$ cat src/common/rammodel_pkg.sv
`default_nettype none

package rammodel_pkg;

    localparam int ADDR_WIDTH = 32;
    localparam int DATA_WIDTH = 64;
    localparam int LEN_WIDTH  = 8;
    localparam int RESP_WIDTH = 2;

    // Buffer depths
    localparam int A_DEPTH = 8;
    localparam int W_DEPTH = 256;
    localparam int R_DEPTH = 256;
    localparam int B_DEPTH = 2;

    // Request record is {write, addr, len}
    localparam int A_WIDTH = 1 + ADDR_WIDTH + LEN_WIDTH;

    // Complete bursts held in the W buffer
    localparam int W_CNT_WIDTH = $clog2(W_DEPTH) + 1;

    typedef enum logic [2:0] {
        IDLE = 3'd0,
        DO_A = 3'd1,
        DO_W = 3'd2,
        DO_R = 3'd3,
        DO_B = 3'd4
    } sched_state_t;

endpackage

`default_nettype wire

$ cat src/scheduler/access_scheduler.sv
`default_nettype none

module access_scheduler (
    input  wire                                     host_clk,
    input  wire                                     host_rst,
    input  wire                                     req_valid,
    output logic                                    req_ready,
    input  wire                                     req_write,
    input  wire  [rammodel_pkg::ADDR_WIDTH-1:0]     req_addr,
    input  wire  [rammodel_pkg::LEN_WIDTH-1:0]      req_len,
    input  wire                                     wbuf_valid,
    output logic                                    wbuf_ready,
    input  wire  [rammodel_pkg::DATA_WIDTH-1:0]     wbuf_data,
    input  wire                                     wbuf_last,
    input  wire  [rammodel_pkg::W_CNT_WIDTH-1:0]    wbuf_bursts,
    input  wire                                     b_empty,
    input  wire                                     r_empty,
    output logic                                    host_awvalid,
    input  wire                                     host_awready,
    output logic [rammodel_pkg::ADDR_WIDTH-1:0]     host_awaddr,
    output logic [rammodel_pkg::LEN_WIDTH-1:0]      host_awlen,
    output logic                                    host_wvalid,
    input  wire                                     host_wready,
    output logic [rammodel_pkg::DATA_WIDTH-1:0]     host_wdata,
    output logic                                    host_wlast,
    output logic                                    host_arvalid,
    input  wire                                     host_arready,
    output logic [rammodel_pkg::ADDR_WIDTH-1:0]     host_araddr,
    output logic [rammodel_pkg::LEN_WIDTH-1:0]      host_arlen,
    input  wire                                     host_bvalid,
    input  wire                                     host_bready,
    input  wire                                     host_rvalid,
    input  wire                                     host_rready,
    input  wire                                     host_rlast
);

    rammodel_pkg::sched_state_t sched_state;
    rammodel_pkg::sched_state_t sched_state_next;
    logic                       ok_to_start;
    logic                       in_a;
    logic                       in_w;
    logic                       a_fire;
    logic                       w_last_fire;
    logic                       b_fire;
    logic                       r_last_fire;

    assign a_fire      = req_valid && req_ready;
    assign w_last_fire = host_wvalid && host_wready && host_wlast;
    assign b_fire      = host_bvalid && host_bready;
    assign r_last_fire = host_rvalid && host_rready && host_rlast;

    // A write waits until its whole burst is buffered
    assign ok_to_start = req_valid && (!req_write || wbuf_bursts != '0) && b_empty && r_empty;

    always_ff @(posedge host_clk) begin
        if (host_rst) begin
            sched_state <= rammodel_pkg::IDLE;
        end else begin
            sched_state <= sched_state_next;
        end
    end

    always_comb begin
        sched_state_next = sched_state;
        case (sched_state)
            rammodel_pkg::IDLE: begin
                if (ok_to_start) begin
                    sched_state_next = rammodel_pkg::DO_A;
                end
            end
            rammodel_pkg::DO_A: begin
                if (a_fire) begin
                    sched_state_next = req_write ? rammodel_pkg::DO_W : rammodel_pkg::DO_R;
                end
            end
            rammodel_pkg::DO_W: begin
                if (w_last_fire) begin
                    sched_state_next = rammodel_pkg::DO_B;
                end
            end
            rammodel_pkg::DO_B: begin
                if (b_fire) begin
                    sched_state_next = rammodel_pkg::IDLE;
                end
            end
            rammodel_pkg::DO_R: begin
                if (r_last_fire) begin
                    sched_state_next = rammodel_pkg::IDLE;
                end
            end
            default: sched_state_next = rammodel_pkg::IDLE;
        endcase
    end

    assign in_a = sched_state == rammodel_pkg::DO_A;
    assign in_w = sched_state == rammodel_pkg::DO_W;

    // Write bit steers the head request to AW or AR
    assign host_awvalid = in_a && req_valid && req_write;
    assign host_arvalid = in_a && req_valid && !req_write;
    assign req_ready    = in_a && (req_write ? host_awready : host_arready);
    assign host_awaddr  = req_addr;
    assign host_awlen   = req_len;
    assign host_araddr  = req_addr;
    assign host_arlen   = req_len;

    assign host_wvalid = in_w && wbuf_valid;
    assign wbuf_ready  = in_w && host_wready;
    assign host_wdata  = wbuf_data;
    assign host_wlast  = wbuf_last;

endmodule

`default_nettype wire

$ cat config.mk
export PLATFORM = sky130hd
export DESIGN_NAME = access_scheduler
export DESIGN_NICKNAME = d
export VERILOG_FILES = /design/src/common/rammodel_pkg.sv /design/src/scheduler/access_scheduler.sv
export SDC_FILE = /design/constraint.sdc
export NUM_CORES = 1
export LEC_CHECK = 0
export BUFFER_PORTS_ARGS = -buffer_cell sky130_fd_sc_hd__buf_2
export CAP_MARGIN = 30
export CORE_AREA = 2 2 107 109
export CTS_CLUSTER_SIZE = 14
export DETAILED_ROUTE_END_ITERATION = 7
export DIE_AREA = 0 0 109 111
export GPL_ROUTABILITY_DRIVEN = 0
export GPL_TIMING_DRIVEN = 0
export SYNTH_ARGS = -nofsm -noshare
export SYNTH_HDL_FRONTEND = slang
export SYNTH_SLANG_ARGS = --single-unit
$ cat constraint.sdc
create_clock -name host_clk -period 2.5 [get_ports host_clk]
set_clock_uncertainty 0.05 [all_clocks]
set_input_delay 0.125 -clock host_clk [delete_from_list [all_inputs] [get_ports host_clk]]
set_output_delay 0.125 -clock host_clk [all_outputs]
set_load 0.02 [all_outputs]
# == Word-level counts from Yosys, hierarchy flattened ==
# Index checks and enable logic that the tools add are counted.
# totals
reg_bits,3
out_inout_bits,150
word_cells,38
in_bits,129
# classes
n_reduce_logical,20
mux,8
n_eq_ne,9
# ops
cell,count
$logic_and A1 B1 Y1,15
$mux W3,5
$pmux W3 S5,1
$reduce_bool A9 Y1,1
$eq A3 B2 Y1 const B,2
$ne A2 B2 Y1 const B,3
$reduce_and A5 Y1,1
$ne A2 B1 Y1 const B,2
$eq A3 B1 Y1 const B,1
$eq A3 B3 Y1 const B,1
$logic_not A3 Y1,1
$mux W1,2
$logic_not A1 Y1,1
$logic_or A1 B1 Y1,1

# == Depth between registers and ports, before layout ==
# logic_depth
depth_word,7
mapped_depth,5
mapped_depth_nobuf,5

# == Least setup slack after synthesis ==
# Ideal clock, no wire load.
# synth_timing
path_kind,reg2reg
startpoint,register sched_state[0]
endpoint,register sched_state[0]
synth_period_minus_slack_ns,1.279
required_time_ns,2.380
setup_time_ns,0.070
n_path_buf,0
stages_incl_launch_ff,6
setup_slack_ns,1.221
t_arrival_ns,1.160
cell_sequence,dfxtp_1 > nor3b_2 > o21ai_1 > and4_4 > nand2b_1 > a21oi_1
# synth_via
elab_chain_cells,6
word_cells_on_any_way,17
cone_classes,9 x eq/ne; 1 x mux; 7 x reduce/logical
# synth_lines
element,line_no,source
start: declaration,access_scheduler.sv:37,rammodel_pkg::sched_state_t sched_state;
start signal: assignment,access_scheduler.sv:57,sched_state <= rammodel_pkg::IDLE;
start signal: assignment,access_scheduler.sv:59,sched_state <= sched_state_next;
$eq A3 B2 Y1,"access_scheduler.sv:65, access_scheduler.sv:96",
$logic_and A1 B1 Y1,access_scheduler.sv:107,assign host_wvalid = in_w && wbuf_valid;
$logic_and A1 B1 Y1 (2 in a row),access_scheduler.sv:48,assign w_last_fire = host_wvalid && host_wready && host_wlast;
$ne A2 B1 Y1 (no source line),n/a,
$reduce_and A5 Y1 (no source line),n/a,
# Parallel ways exist; a longest one is shown, timed or not.
# A chain may end at the register's enable or synchronous reset.

# == Worst setup path after layout ==
# layout_timing
startpoint,register sched_state[0]
endpoint,output host_awvalid
# layout_via
elab_chain_cells,3
# layout_lines
element,line_no,source
$eq A3 B1 Y1,access_scheduler.sv:95,assign in_a = sched_state == rammodel_pkg::DO_A;
$logic_and A1 B1 Y1 (2 in a row),access_scheduler.sv:99,assign host_awvalid = in_a && req_valid && req_write;
end: declaration,access_scheduler.sv:18,"output logic host_awvalid,"
# Every way passes these cells.

==> out/results.tsv <==
metric	value	unit
Syn-to-layout area delta	83.4	%
worst-skew pair later-pin latency	0.22	ns
ys async rst share	0	%
final slew viol count	0	
HP Class	in -> reg	
WL final	3830	µm
vias in the first global route	1222	
Antenna Nets Post-Route	0	
global-route wire length before repair	4950	µm
hold_sp	host_rst	
Fillers	1224	
worst path arrival time	1.31	ns
DRC viols	0	
Port Buffer Count	174	
Top reg by flops	sched_state	
most frequent cells after synthesis	buf_4 (145), nand2_1 (5), nand3_1 (5), nor2_1 (4)	
Synth area leader	buf_4	
Pre-antenna DRT Iters	2	
Wirelength per Cell	7.61	µm
1st-iter DRT viols	10	
worst rel slew slack	83.7	%
count leader, synth	buf_4	
hold depth	2	
# diodes	0	
Yosys cell types	20	
Post-Syn Area	1350	µm²
Pwr Density	323	nW/µm²
worst slack, placed	1.06	ns
Via density	3.06	
die height	111	µm
Leakage Power	1.52	nW
CTS resizes	0	
Max-Cap Viols	0	
filler-free cell count of the finished design	503	
Setup CP Type	reg -> out	
Synth Warn #	0	
standard-cell rows	39	
FF-to-FF path depth	5	
Avg Cell Area, Syn	7.44	µm²
Worst Hold End	sched_state[0]	
Final Hold Fails	0	
worst r2r src	sched_state[0]	
DP Area	2400	µm²
initial antenna violation count	0	
Final min period	1.48	ns
Die Footprint	12100	µm²
worst reg-to-reg setup slack	1.08	ns
worst slew pin tran	0.241	ns
syn_nets	311	
DIE WIDTH	109	µm
FMAX	0.675	GHz
CTS tree	yes	
ys flop type	dfxtp_1	
max reg flops	3	
startpoint types	flip-flop	
fin nets	490	
placed cells	499	
register area share after synthesis	4.44	%
setup ws final	1.02	ns
TritonCTS Buffers	3	
Syn Inst Count	182	
outcome	completed	
post-synthesis register bit count	3	
share of cells above drive strength 1	90.3	%
GR Overflow Total	0	
Data required, critical path	2.33	ns
Via Count	1538	
Top Registers	sched_state x3	
CTS H-tree depth	1	
EDFF count, synth	0	
clock tree root driver cell	clkbuf_16	
number of hold buffers added after cts	0	
clock slew seen by the registers of the worst setup and hold paths	0.03	ns
TNS Setup	0	ns
Initial Util	12.2	%
Synth area leaders	buf_4 (80%), dfxtp_1 (4.4%), nand3_1 (1.8%)	
share of the synthesized area in the top cell type	80.4	%
Global Route Usage Sum	5.17	%
Reg2Reg Capture Point	sched_state[1]	
CP Capture Type	output port	
hpwl dp	3680	µm
Final setup viols	0	
Max IR drop VDD	0.299	mV
crit-path max FO	8	
RSZ-0062 raised after global routing	no	
# IOs	279	
period utilization	59.3	%
Max Buffers Root-to-Sink	2	
Clock Sinks	3	
largest net degree at the start of global routing	9	
Finished Cell Area	2480	µm²
post-CTS setup buffer count	0	
core area	11100	µm²
==> metrics by stage <==
stage / power [mW] / utilization [%] / hold slack [ns]
final: 0.802 / 22.4 / 0.0513
after global routing: 0.845 / 22.4 / 0.0610
after CTS: 0.810 / 22.4 / 0.0517
after detailed placement: 0.558 / 21.7 / 0.278
after global placement: 0.556 / 21.7 / 0.276
after floorplan: 0.422 / - / 0.144
==> layout make-up <==
class	count	area, µm²	area share, %
Sequential cell	3	60.1	2.42
Tap cell	143	179	7.21
Inverter	1	3.75	0.151
Multi-Input combinational cell	33	201	8.11
Clock buffer	4	78.8	3.18
Buffer	145	1090	43.9
Timing Repair Buffer	174	871	35.1
==> worst max-delay path by stage <==
stage                         startpoint             end
final                     sched_state[0]    host_awvalid
after detailed placement  sched_state[1]  sched_state[1]
after global placement    sched_state[1]  sched_state[0]
after floorplan           sched_state[0]  sched_state[0]
after global routing      sched_state[0]       req_ready
after CTS                 sched_state[0]    host_awvalid
==> where the power goes <==
| part | internal (mW) | switching, mW |
|---|---|---|
| clock network | 0.210 | 0.0392 |
| logic | 0.251 | 0.244 |
| registers | 0.0514 | 0.00564 |
| total | 0.513 | 0.289 |
==> critical path, stage by stage, from the launching register on <==
cell and delay, ns:
dfxtp_1 0.45, nor3b_2 0.28, and3_1 0.18, buf_2 0.17
==> routing by layer <==
layer / global-route usage, % / share of wire, %
met5: 0 / 0
met1: 4.38 / 26
met4: 2.31 / 1.4
met3: 0.705 / 19
met2: 11.1 / 54
==> placed cells by master, fill, tap and decap left out, types with 2 or more instances in the layout <==
cell type and count:
a21oi_1 3, and2_1 2, buf_2 174, buf_4 145, clkbuf_16 3, dfxtp_1 3
nand2_1 5, nand2b_1 2, nand3_1 5, nor2_1 4, nor3b_2 2
==> cell families (layout without fill, tap and decap cells) <==
family	count (synthesis)	count (layout)	share of synthesized area, %
buffers and inverters	146	324	80.7
multiplexers	1	1	0.739
AND/OR/NAND/NOR	26	26	11.6
flip-flops	3	3	4.44
AO/OA/AOI/OAI	6	6	2.59
No activity file was read; power rests on OpenSTA's default activity.
